## src/hdl/bmu_pkg.sv

```systemverilog
package bmu_pkg;

   // datapath and memory line widths
   localparam int xlen       = 32;
   localparam int line_w     = 128;
   localparam int nregs      = 32;
   // byte offset bits inside one line, 16 bytes per line
   localparam int line_off_w = $clog2(line_w / 8);
   localparam int line_adr_w = xlen - line_off_w;

   typedef logic [xlen-1:0]            word_t;
   typedef logic [line_w-1:0]          line_t;
   typedef logic [$clog2(nregs)-1:0]   reg_idx_t;
   typedef logic [xlen-1:0]            pc_t;

   // alu operations
   typedef enum logic [4:0] {
      op_add, op_sub, op_xor, op_or, op_and,
      op_sll, op_srl, op_sra, op_lui,
      op_andn, op_orn, op_xnor,
      op_clz, op_ctz, op_cpop,
      op_sext_b, op_sext_h, op_zext_h,
      op_rol, op_ror, op_rev8, op_orc_b,
      op_bclr, op_bset, op_binv, op_bext,
      op_sh1add, op_sh2add, op_sh3add
   } bmu_op_e;

   typedef enum logic [1:0] {
      st_fetch,
      st_exec,
      st_halt
   } ctrl_state_e;

   // major opcodes
   localparam logic [6:0] opc_op     = 7'b0110011;
   localparam logic [6:0] opc_op_imm = 7'b0010011;
   localparam logic [6:0] opc_lui    = 7'b0110111;

   // instruction field lsb positions
   localparam int rd_lsb  = 7;
   localparam int f3_lsb  = 12;
   localparam int rs1_lsb = 15;
   localparam int rs2_lsb = 20;
   localparam int f7_lsb  = 25;

   localparam word_t ebreak_insn = 32'h0010_0073;

endpackage

```

## src/hdl/fetch_if.sv

```systemverilog
interface fetch_if import bmu_pkg::*; ();

   // request from the controller, held until ack
   logic  req;
   pc_t   pc;
   // one cycle pulse, insn valid with it
   logic  ack;
   word_t insn;

   modport ctrl (
      output req,
      output pc,
      input  ack,
      input  insn
   );

   modport fetch (
      input  req,
      input  pc,
      output ack,
      output insn
   );

endinterface

```

## src/hdl/bmu_alu.sv

```systemverilog
module bmu_alu import bmu_pkg::*; (
   input  bmu_op_e op,
   input  word_t   a,
   input  word_t   b,
   output word_t   result
);

   logic [4:0] shamt;

   // leading zeros, the highest set bit wins
   function automatic word_t count_lz(word_t v);
      word_t n;
      n = word_t'(xlen);
      for (int i = 0; i < xlen; i++) begin
         if (v[i]) n = word_t'(xlen - 1 - i);
      end
      return n;
   endfunction

   // trailing zeros, the lowest set bit wins
   function automatic word_t count_tz(word_t v);
      word_t n;
      n = word_t'(xlen);
      for (int i = xlen - 1; i >= 0; i--) begin
         if (v[i]) n = word_t'(i);
      end
      return n;
   endfunction

   function automatic word_t count_pop(word_t v);
      word_t n;
      n = '0;
      for (int i = 0; i < xlen; i++) begin
         n = n + word_t'(v[i]);
      end
      return n;
   endfunction

   // each byte becomes all ones if any bit set
   function automatic word_t or_combine(word_t v);
      word_t r;
      for (int i = 0; i < xlen / 8; i++) begin
         r[i*8 +: 8] = (|v[i*8 +: 8]) ? 8'hff : 8'h00;
      end
      return r;
   endfunction

   assign shamt = b[4:0];

   always_comb begin
      case (op)
         op_add:    result = a + b;
         op_sub:    result = a - b;
         op_xor:    result = a ^ b;
         op_or:     result = a | b;
         op_and:    result = a & b;
         op_sll:    result = a << shamt;
         op_srl:    result = a >> shamt;
         op_sra:    result = word_t'($signed(a) >>> shamt);
         // b already holds the shifted upper immediate
         op_lui:    result = b;
         op_andn:   result = a & ~b;
         op_orn:    result = a | ~b;
         op_xnor:   result = ~(a ^ b);
         op_clz:    result = count_lz(a);
         op_ctz:    result = count_tz(a);
         op_cpop:   result = count_pop(a);
         op_sext_b: result = {{24{a[7]}}, a[7:0]};
         op_sext_h: result = {{16{a[15]}}, a[15:0]};
         op_zext_h: result = {16'b0, a[15:0]};
         // shift by xlen gives zero, so shamt 0 rotates cleanly
         op_rol:    result = (a << shamt) | (a >> (xlen - int'(shamt)));
         op_ror:    result = (a >> shamt) | (a << (xlen - int'(shamt)));
         op_rev8:   result = {a[7:0], a[15:8], a[23:16], a[31:24]};
         op_orc_b:  result = or_combine(a);
         // single bit ops on a, bit picked by b
         op_bclr:   result = a & ~(word_t'(1) << shamt);
         op_bset:   result = a | (word_t'(1) << shamt);
         op_binv:   result = a ^ (word_t'(1) << shamt);
         op_bext:   result = {{(xlen-1){1'b0}}, a[shamt]};
         op_sh1add: result = (a << 1) + b;
         op_sh2add: result = (a << 2) + b;
         op_sh3add: result = (a << 3) + b;
         default:   result = '0;
      endcase
   end

endmodule

```

## src/hdl/bmu_core_top.sv

```systemverilog
module bmu_core_top import bmu_pkg::*; (
   input  logic                  clk,
   input  logic                  rst_n,
   output logic                  wb_cyc,
   output logic                  wb_stb,
   output logic [line_adr_w-1:0] wb_adr,
   input  line_t                 wb_rdata,
   input  logic                  wb_ack,
   output logic                  halted,
   output logic                  illegal,
   input  reg_idx_t              dbg_addr,
   output word_t                 dbg_data
);

   word_t    insn;
   bmu_op_e  op;
   reg_idx_t rd;
   reg_idx_t rs1;
   reg_idx_t rs2;
   word_t    imm;
   logic     use_imm;
   logic     halt_req;
   logic     illegal_req;
   logic     reg_we;
   word_t    rdata_a;
   word_t    rdata_b;
   word_t    opb;
   word_t    result;

   fetch_if fif ();

   core_ctrl u_ctrl (
      .clk         (clk),
      .rst_n       (rst_n),
      .fif         (fif.ctrl),
      .insn        (insn),
      .halt_req    (halt_req),
      .illegal_req (illegal_req),
      .reg_we      (reg_we),
      .halted      (halted),
      .illegal     (illegal)
   );

   fetch_unit u_fetch (
      .clk      (clk),
      .rst_n    (rst_n),
      .fif      (fif.fetch),
      .wb_cyc   (wb_cyc),
      .wb_stb   (wb_stb),
      .wb_adr   (wb_adr),
      .wb_rdata (wb_rdata),
      .wb_ack   (wb_ack)
   );

   insn_decoder u_dec (
      .insn    (insn),
      .op      (op),
      .rd      (rd),
      .rs1     (rs1),
      .rs2     (rs2),
      .imm     (imm),
      .use_imm (use_imm),
      .halt    (halt_req),
      .illegal (illegal_req)
   );

   reg_file u_rf (
      .clk      (clk),
      .rst_n    (rst_n),
      .we       (reg_we),
      .waddr    (rd),
      .wdata    (result),
      .raddr_a  (rs1),
      .rdata_a  (rdata_a),
      .raddr_b  (rs2),
      .rdata_b  (rdata_b),
      .dbg_addr (dbg_addr),
      .dbg_data (dbg_data)
   );

   // immediate forms and lui take b from the decoder
   assign opb = use_imm ? imm : rdata_b;

   bmu_alu u_alu (
      .op     (op),
      .a      (rdata_a),
      .b      (opb),
      .result (result)
   );

endmodule

```

## src/hdl/core_ctrl.sv

```systemverilog
module core_ctrl import bmu_pkg::*; (
   input  logic  clk,
   input  logic  rst_n,
   fetch_if.ctrl fif,
   output word_t insn,
   input  logic  halt_req,
   input  logic  illegal_req,
   output logic  reg_we,
   output logic  halted,
   output logic  illegal
);

   ctrl_state_e state;
   pc_t         pc;
   word_t       insn_q;

   // request held for the whole fetch state, pc stable meanwhile
   assign fif.req = (state == st_fetch);
   assign fif.pc  = pc;
   assign insn    = insn_q;
   // halting instructions never write back
   assign reg_we  = (state == st_exec) && !halt_req;

   always_ff @(posedge clk or negedge rst_n) begin
      if (!rst_n) begin
         state   <= st_fetch;
         pc      <= '0;
         halted  <= 1'b0;
         illegal <= 1'b0;
      end else begin
         case (state)
            st_fetch: begin
               if (fif.ack) state <= st_exec;
            end
            st_exec: begin
               if (halt_req) begin
                  state   <= st_halt;
                  halted  <= 1'b1;
                  illegal <= illegal_req;
               end else begin
                  pc    <= pc + pc_t'(4);
                  state <= st_fetch;
               end
            end
            // final until reset
            default: state <= st_halt;
         endcase
      end
   end

   // instruction held for the decoder through st_exec
   always_ff @(posedge clk) begin
      if (state == st_fetch && fif.ack) insn_q <= fif.insn;
   end

endmodule

```

## src/hdl/fetch_unit.sv

```systemverilog
module fetch_unit import bmu_pkg::*; (
   input  logic                  clk,
   input  logic                  rst_n,
   fetch_if.fetch                fif,
   output logic                  wb_cyc,
   output logic                  wb_stb,
   output logic [line_adr_w-1:0] wb_adr,
   input  line_t                 wb_rdata,
   input  logic                  wb_ack
);

   line_t                 line_q;
   logic [line_adr_w-1:0] tag_q;
   logic                  line_vld;
   logic                  ack_q;
   word_t                 insn_q;
   logic [line_adr_w-1:0] req_line;
   logic                  pend;
   logic                  hit;
   logic                  capture;

   // word slot by pc[3:2], lowest address in the low word
   function automatic word_t pick_word(line_t l, logic [1:0] sel);
      return l[sel*xlen +: xlen];
   endfunction

   assign req_line = fif.pc[xlen-1:line_off_w];
   // new request not yet answered and no bus cycle open
   assign pend     = fif.req && !ack_q && !wb_cyc;
   assign hit      = line_vld && (tag_q == req_line);
   assign capture  = wb_cyc && wb_ack;

   assign fif.ack  = ack_q;
   assign fif.insn = insn_q;

   always_ff @(posedge clk or negedge rst_n) begin
      if (!rst_n) begin
         wb_cyc   <= 1'b0;
         wb_stb   <= 1'b0;
         line_vld <= 1'b0;
         ack_q    <= 1'b0;
      end else begin
         ack_q <= 1'b0;
         if (capture) begin
            // line arrives, answer the waiting request next cycle
            wb_cyc   <= 1'b0;
            wb_stb   <= 1'b0;
            line_vld <= 1'b1;
            ack_q    <= 1'b1;
         end else if (pend && hit) begin
            ack_q <= 1'b1;
         end else if (pend) begin
            wb_cyc <= 1'b1;
            wb_stb <= 1'b1;
         end
      end
   end

   always_ff @(posedge clk) begin
      if (capture) begin
         line_q <= wb_rdata;
         tag_q  <= wb_adr;
         insn_q <= pick_word(wb_rdata, fif.pc[3:2]);
      end else if (pend && hit) begin
         insn_q <= pick_word(line_q, fif.pc[3:2]);
      end
      // line index latched when the bus cycle opens
      if (pend && !hit) begin
         wb_adr <= req_line;
      end
   end

endmodule

```

## src/hdl/insn_decoder.sv

```systemverilog
module insn_decoder import bmu_pkg::*; (
   input  word_t    insn,
   output bmu_op_e  op,
   output reg_idx_t rd,
   output reg_idx_t rs1,
   output reg_idx_t rs2,
   output word_t    imm,
   output logic     use_imm,
   output logic     halt,
   output logic     illegal
);

   logic [6:0] opcode;
   logic [2:0] funct3;
   logic [6:0] funct7;
   logic       unsup;

   assign opcode = insn[6:0];
   assign funct3 = insn[f3_lsb +: 3];
   assign funct7 = insn[f7_lsb +: 7];
   assign rd     = insn[rd_lsb +: 5];
   assign rs1    = insn[rs1_lsb +: 5];
   assign rs2    = insn[rs2_lsb +: 5];

   always_comb begin
      op      = op_add;
      // i-type immediate, shift amounts sit in its low five bits
      imm     = {{20{insn[31]}}, insn[31:20]};
      use_imm = 1'b0;
      unsup   = 1'b0;
      case (opcode)
         opc_lui: begin
            op      = op_lui;
            imm     = {insn[31:12], 12'b0};
            use_imm = 1'b1;
         end
         opc_op_imm: begin
            use_imm = 1'b1;
            case (funct3)
               3'b000: op = op_add;
               3'b100: op = op_xor;
               3'b110: op = op_or;
               3'b111: op = op_and;
               3'b001: begin
                  case (funct7)
                     7'b0000000: op = op_sll;
                     7'b0010100: op = op_bset;
                     7'b0100100: op = op_bclr;
                     7'b0110100: op = op_binv;
                     // zbb unary ops, selected by the rs2 field
                     7'b0110000: begin
                        case (rs2)
                           5'd0:    op = op_clz;
                           5'd1:    op = op_ctz;
                           5'd2:    op = op_cpop;
                           5'd4:    op = op_sext_b;
                           5'd5:    op = op_sext_h;
                           default: unsup = 1'b1;
                        endcase
                     end
                     default: unsup = 1'b1;
                  endcase
               end
               3'b101: begin
                  case ({funct7, rs2}) inside
                     {7'b0000000, 5'b?????}: op = op_srl;
                     {7'b0100000, 5'b?????}: op = op_sra;
                     {7'b0110000, 5'b?????}: op = op_ror;
                     {7'b0100100, 5'b?????}: op = op_bext;
                     {7'b0010100, 5'b00111}: op = op_orc_b;
                     {7'b0110100, 5'b11000}: op = op_rev8;
                     default:                unsup = 1'b1;
                  endcase
               end
               // slti and sltiu
               default: unsup = 1'b1;
            endcase
         end
         opc_op: begin
            case ({funct7, funct3})
               {7'b0000000, 3'b000}: op = op_add;
               {7'b0000000, 3'b001}: op = op_sll;
               {7'b0000000, 3'b100}: op = op_xor;
               {7'b0000000, 3'b101}: op = op_srl;
               {7'b0000000, 3'b110}: op = op_or;
               {7'b0000000, 3'b111}: op = op_and;
               {7'b0100000, 3'b000}: op = op_sub;
               {7'b0100000, 3'b101}: op = op_sra;
               {7'b0100000, 3'b100}: op = op_xnor;
               {7'b0100000, 3'b110}: op = op_orn;
               {7'b0100000, 3'b111}: op = op_andn;
               {7'b0010000, 3'b010}: op = op_sh1add;
               {7'b0010000, 3'b100}: op = op_sh2add;
               {7'b0010000, 3'b110}: op = op_sh3add;
               {7'b0110000, 3'b001}: op = op_rol;
               {7'b0110000, 3'b101}: op = op_ror;
               {7'b0100100, 3'b001}: op = op_bclr;
               {7'b0100100, 3'b101}: op = op_bext;
               {7'b0010100, 3'b001}: op = op_bset;
               {7'b0110100, 3'b001}: op = op_binv;
               default:              unsup = 1'b1;
            endcase
            // zext.h lives in the op space with rs2 zero
            if (funct7 == 7'b0000100 && funct3 == 3'b100 && rs2 == 5'd0) begin
               op    = op_zext_h;
               unsup = 1'b0;
            end
         end
         default: unsup = (insn != ebreak_insn);
      endcase
      illegal = unsup;
      halt    = unsup || (insn == ebreak_insn);
   end

endmodule

```

## src/hdl/reg_file.sv

```systemverilog
module reg_file import bmu_pkg::*; (
   input  logic     clk,
   input  logic     rst_n,
   input  logic     we,
   input  reg_idx_t waddr,
   input  word_t    wdata,
   input  reg_idx_t raddr_a,
   output word_t    rdata_a,
   input  reg_idx_t raddr_b,
   output word_t    rdata_b,
   input  reg_idx_t dbg_addr,
   output word_t    dbg_data
);

   word_t regs [nregs];

   always_ff @(posedge clk or negedge rst_n) begin
      if (!rst_n) begin
         for (int i = 0; i < nregs; i++) begin
            regs[i] <= '0;
         end
      end else if (we && waddr != '0) begin
         // x0 never written, stays zero from reset
         regs[waddr] <= wdata;
      end
   end

   // execute ports
   assign rdata_a  = regs[raddr_a];
   assign rdata_b  = regs[raddr_b];
   // debug port for the outside
   assign dbg_data = regs[dbg_addr];

endmodule

```

## config.mk

```make
export PLATFORM = sky130hd
export DESIGN_NAME = bmu_core_top
export DESIGN_NICKNAME = d
export VERILOG_FILES = /design/src/hdl/bmu_pkg.sv /design/src/hdl/fetch_if.sv /design/src/hdl/bmu_alu.sv /design/src/hdl/bmu_core_top.sv /design/src/hdl/core_ctrl.sv /design/src/hdl/fetch_unit.sv /design/src/hdl/insn_decoder.sv /design/src/hdl/reg_file.sv
export SDC_FILE = /design/constraint.sdc
export NUM_CORES = 2
export LEC_CHECK = 0
export BUFFER_PORTS_ARGS = -buffer_cell sky130_fd_sc_hd__buf_2
export CAP_MARGIN = 10
export CORE_UTILIZATION = 60
export CTS_CLUSTER_SIZE = 16
export DETAILED_ROUTE_END_ITERATION = 7
export PLACE_DENSITY = 0.77
export SYNTH_ARGS = -nofsm -noshare
export SYNTH_HDL_FRONTEND = slang
export SYNTH_SLANG_ARGS = --single-unit
```

## constraint.sdc

```tcl
create_clock -name clk -period 26 [get_ports clk]
set_input_delay 2.6 -clock clk [delete_from_list [all_inputs] [get_ports clk]]
set_output_delay 2.6 -clock clk [all_outputs]
set_load 0.02 [all_outputs]
```

==> results.md, run 1 <==
* Synth Flop Type: dfrtp_1
* Clock buffer count from CTS at 136
* GRT Total Usage at 76.1%
* DPL Wire Length at 342000 um
* Stop stage: 5_1_grt
* PortBufs at 199
* Post-synth EDFFs at 248
* Hold_buf cts at 0
* Syn_area_per_cell at 10.4 sq um
* I/O pins at 200
* Die extent in y at 398 um
* Post-CTS setup buffers at 0
* Vias in the first global route at 107072
* Die W at 398 um
* Syn nets at 9317
* Starting Density at 60.7%
* Synth Cell Area at 94000 sq um
* RePlAce Congestion at 1.15
* Status: did not finish
* Yosys cell types at 103
* FF+latch count, synth at 1309
* Post-synth ARST share at 81.1%
* Total grt overflow at 194
* Clk buf depth at 3
* Post-cts resize count at 0
* Clk sinks at 1309
* Sequential area share after synthesis at 36.2%
* Synth top area share at 28.2%
* Synth area leader: dfrtp_1
* Mapped Cells at 9018
* Htree depth at 4
* Top post-synthesis cells by area: dfrtp_1, mux4_2, edfxtp_1
* Largest net degree at the start of global routing at 175
* Run Error: [ERROR GRT-0116] Global routing finished with congestion. Check the congestion regions in the DRC Viewer.
* Placed Area at 97800 sq um
* Clk root buf: clkbuf_16
* First-pass GRT wire length at 841000 um
* Site Rows at 144
* Synth warn at 0
## cell usage after synthesis (44+ instances only)
cell type  count
nor2_1      1229
dfrtp_1     1061
a21oi_1     1055
mux4_2       798
clkbuf_1     561
nand2_1      483
mux2i_1      428
mux2_2       349
o21ai_0      313
edfxtp_1     248
a22oi_1      162
xnor2_1      158
nand3_1      157
nor3_1       147
buf_2        138
ha_1         135
inv_1        102
o22ai_1       85
buf_1         82
xor2_1        73
a31oi_1       70
a211oi_1      67
o211ai_1      66
a21o_1        60
buf_4         55
nand4_1       50
a221oi_1      44
## stage by stage
step	hold WS (ns)	utilization, %	std cells	worst slack [ns]
after floorplan	0.400	-	9018	16.75
after global placement	0.395	63.2	10801	15.17
after detailed placement	0.405	63.2	10802	14.88
after CTS	0.406	66.2	11048	14.73
## layer usage
layer / overflow / track usage [%]
met1: 11 / 77.2
met2: 91 / 90.9
met3: 21 / 61.1
met4: 67 / 74.7
met5: 4 / 35.7
## cell families after synthesis
kind of cell	share of synthesized area (%)
compound gates	15.8
fa+ha+maj	2.41
flops	36.2
xor+xnor	2.15
simple gates	11.2
buf+inv	4.42
mux	27.9
==> inputs of run 2 (changes only) <==
Settings changed: CORE_UTILIZATION 60 to 40, CTS_CLUSTER_SIZE 16 to unset, PLACE_DENSITY 0.77 to unset, PLACE_DENSITY_LB_ADDON set to 0.15.
==> run 2 against run 1 <==
The flow now finishes without violations. Synthesized area is the same. Synthesized cell count is the same.
==> results.md, run 2 <==
* Clock buffer count from CTS at 152 (+12%)
* Slew headroom at 7.14%
* Peak supply drop at 0.0000852 V
* Total grt overflow at 0
* Clk sinks at 1309 (unchanged)
* WL final at 516000 um
* Post-synth top cells: nor2_1, dfrtp_1, a21oi_1
* Final max-slew violation count at 0
* Crit start category: flip-flop
* DPL Wire Length at 355000 um (+3.8%)
* Hold_buf cts at 0 (unchanged)
* Final non-filler cell total at 12217
* Worst setup EP type: flip-flop
* Layout cell share with drive strength beyond 1 at 24.5%
* Sum Neg Setup Slack at 0 ns
* Max-Cap Viols at 0
* Reg2reg setup slack at 14.18 ns
* CP most frequent cell: fa_1
* First-pass detailed-route iteration total at 7
* Routed Antenna Nets at 0
* FF+latch count, synth at 1309 (unchanged)
* Syn nets at 9317 (unchanged)
* RePlAce Congestion at 1.07 (-7.3%)
* DR vias/cell at 7.03
* Residual DRC at 0
* Starting Density at 40.3% (-20 points)
* Crit-path leading delay family: adder cells
* Skew final at 0.0923 ns
* Crit path kind: flip-flop to flip-flop
* Leading cell type in the layout, fill and taps excluded: nor2_1
* Final setup viols at 0
* CP max FO at 89
* Site Rows at 177 (+23%)
* Final worst path period share at 45.5%
* Die extent in y at 487 um (+22%)
* Largest incremental delay on the critical path at 1.00 ns
* Fin crit period at 11.82 ns
* Area Growth Syn to Fin at 11.2%
* LEAKAGE at 42.8 nW
* Placed Area at 99500 sq um (+1.7%)
* Synth top area share at 28.2% (unchanged)
* FMAX at 84.6 MHz
* Synth Cell Area at 94000 sq um (unchanged)
* Post-synth EDFFs at 248 (unchanged)
* Core Region at 233000 sq um
* 1st-iter DRT viols at 12183
* GRT Total Usage at 42.9%
* Clk root buf: clkbuf_16
* Clk buf depth at 3 (unchanged)
* Mapped Cells at 9018 (unchanged)
* Buf/Inv on CP at 9
* Fin. Hold Viols at 0
* Vias in the first global route at 81892
* CP max-delay cell: edfxtp_1
* Final Net Count at 9242
* Cell with the most instances after synthesis: nor2_1
* Crit path DAT at 12.45 ns
* Largest register FFs at 1024
* Die area at 237000 sq um
* Syn_area_per_cell at 10.4 sq um (unchanged)
* Worst Path Required at 26.63 ns
* Top Registers: u_rf.regs: 1024 flops, u_fetch.line_q: 128 flops
* Worst-path clk slew at 0.06 ns
* Synth warn at 0 (unchanged)
* Status: complete, no violations
* Synth area leader: dfrtp_1
* Htree depth at 4 (unchanged)
* Final Instance Area at 105000 sq um
* Top post-synthesis cells by area: dfrtp_1, mux4_2, edfxtp_1
* Hold crit path type: flip-flop to flip-flop
* Largest net degree at the start of global routing at 106
* I/O pins at 200 (unchanged)
* Post-cts resize count at 0 (unchanged)
* Worst-Skew Late Latency at 0.86 ns
* Post-synth ARST share at 81.1% (unchanged)
* CTS tree: done
* Die W at 487 um (+22%)
* Yosys cell types at 103 (unchanged)
* First-pass GRT wire length at 701000 um
* Synth Flop Type: dfrtp_1
* Worst slew pin tran at 1.39 ns
* RSZ-0062 raised after global routing: no
* Placed cells at 11919 (+10%)
* Initial antenna violation count at 51
* Largest Register: u_rf.regs
* Vias after detailed routing at 85838
* Wire per inst at 42.2 um
* PwrDens at 41.6 nW/um^2
* Post-CTS setup buffers at 0 (unchanged)
* PortBufs at 199 (unchanged)
* Most frequent cells in the layout: nor2_1, dfrtp_1, a21oi_1
* Sequential area share after synthesis at 36.2% (unchanged)
run 2: area by class of cell:
cell class / instances / area (sq um)
fillers: 22180 / 128000
multi-input cells: 6729 / 56700
flip-flops and latches: 1309 / 34000
repair buffers: 623 / 4340
clock buffers: 215 / 4320
well taps: 3132 / 3920
clock inverters: 53 / 664
inverters: 128 / 489
diodes: 28 / 70.1
run 2: worst paths after layout:
kind,startpoint,to,cells past startpoint
worst max-delay path,u_ctrl.insn[15]$_DFFE_PP_,u_rf.regs[770]$_DFFE_PN0P_,29
worst min-delay path,u_fetch.fif.insn[28]$_DFFE_PP_,u_ctrl.insn[28]$_DFFE_PP_,0
worst max register to register,u_ctrl.insn[15]$_DFFE_PP_,u_rf.regs[770]$_DFFE_PN0P_,29
worst min register to register,u_fetch.fif.insn[28]$_DFFE_PP_,u_ctrl.insn[28]$_DFFE_PP_,0
max in group asynchronous,rst_n,u_rf.regs[1022]$_DFFE_PN0P_,4
min in group asynchronous,rst_n,u_rf.regs[125]$_DFFE_PN0P_,1
run 2: where the power goes:
part,total [W],switching (W),internal (W)
Sequential,0.00209,0,0.00209
Clock,0.00215,0.000943,0.00121
Combinational,0.000106,0.0000760,0.0000298
Total,0.00435,0.00102,0.00333
run 2: worst register-to-register path: cells and delay by family (launching register included):
| family | cells | cell delay, ns |
|---|---|---|
| adder cells (fa/ha/maj) | 8 | 4.14 |
| buffers and inverters | 9 | 3.29 |
| AO/OA/AOI/OAI | 7 | 1.59 |
| flip-flops | 1 | 1.00 |
| AND/OR/NAND/NOR | 3 | 0.85 |
| multiplexers | 1 | 0.63 |
| XOR/XNOR | 1 | 0.15 |
run 2: per-layer routing:
layer	part of all wire, %	track usage [%]	vias to the layer above
met2	43	63.1	6141
met1	37	53.2	43711
met4	9.2	32.9	36
met3	11	12.5	1750
li1	-	-	34200
met5	0.051	0	-
run 2: cells by family (layout without fill, tap and decap cells):
family,count (synthesis),count (layout),synth area share (%)
other,0,28,0
AND/OR/NAND/NOR,2384,2384,11.2
multiplexers,1577,1577,27.9
buffers and inverters,980,1019,4.42
XOR/XNOR,231,231,2.15
adder cells (fa/ha/maj),165,165,2.41
AO/OA/AOI/OAI,2372,2372,15.8
flip-flops,1309,1309,36.2
run 2: stage by stage:
step | hold slack, ns | utilization (%) | worst slack, ns | power [W]
floorplan | 0.400 | - | 16.75 | 0.00217
global placement | 0.393 | 42.7 | 14.36 | 0.00223
detailed placement | 0.402 | 42.7 | 14.39 | 0.00223
CTS | 0.395 | 44.8 | 14.33 | 0.00438
global route | 0.406 | 44.8 | 13.67 | 0.00446
finish | 0.399 | 44.9 | 14.18 | 0.00435
(Power assumes the default switching activity.)
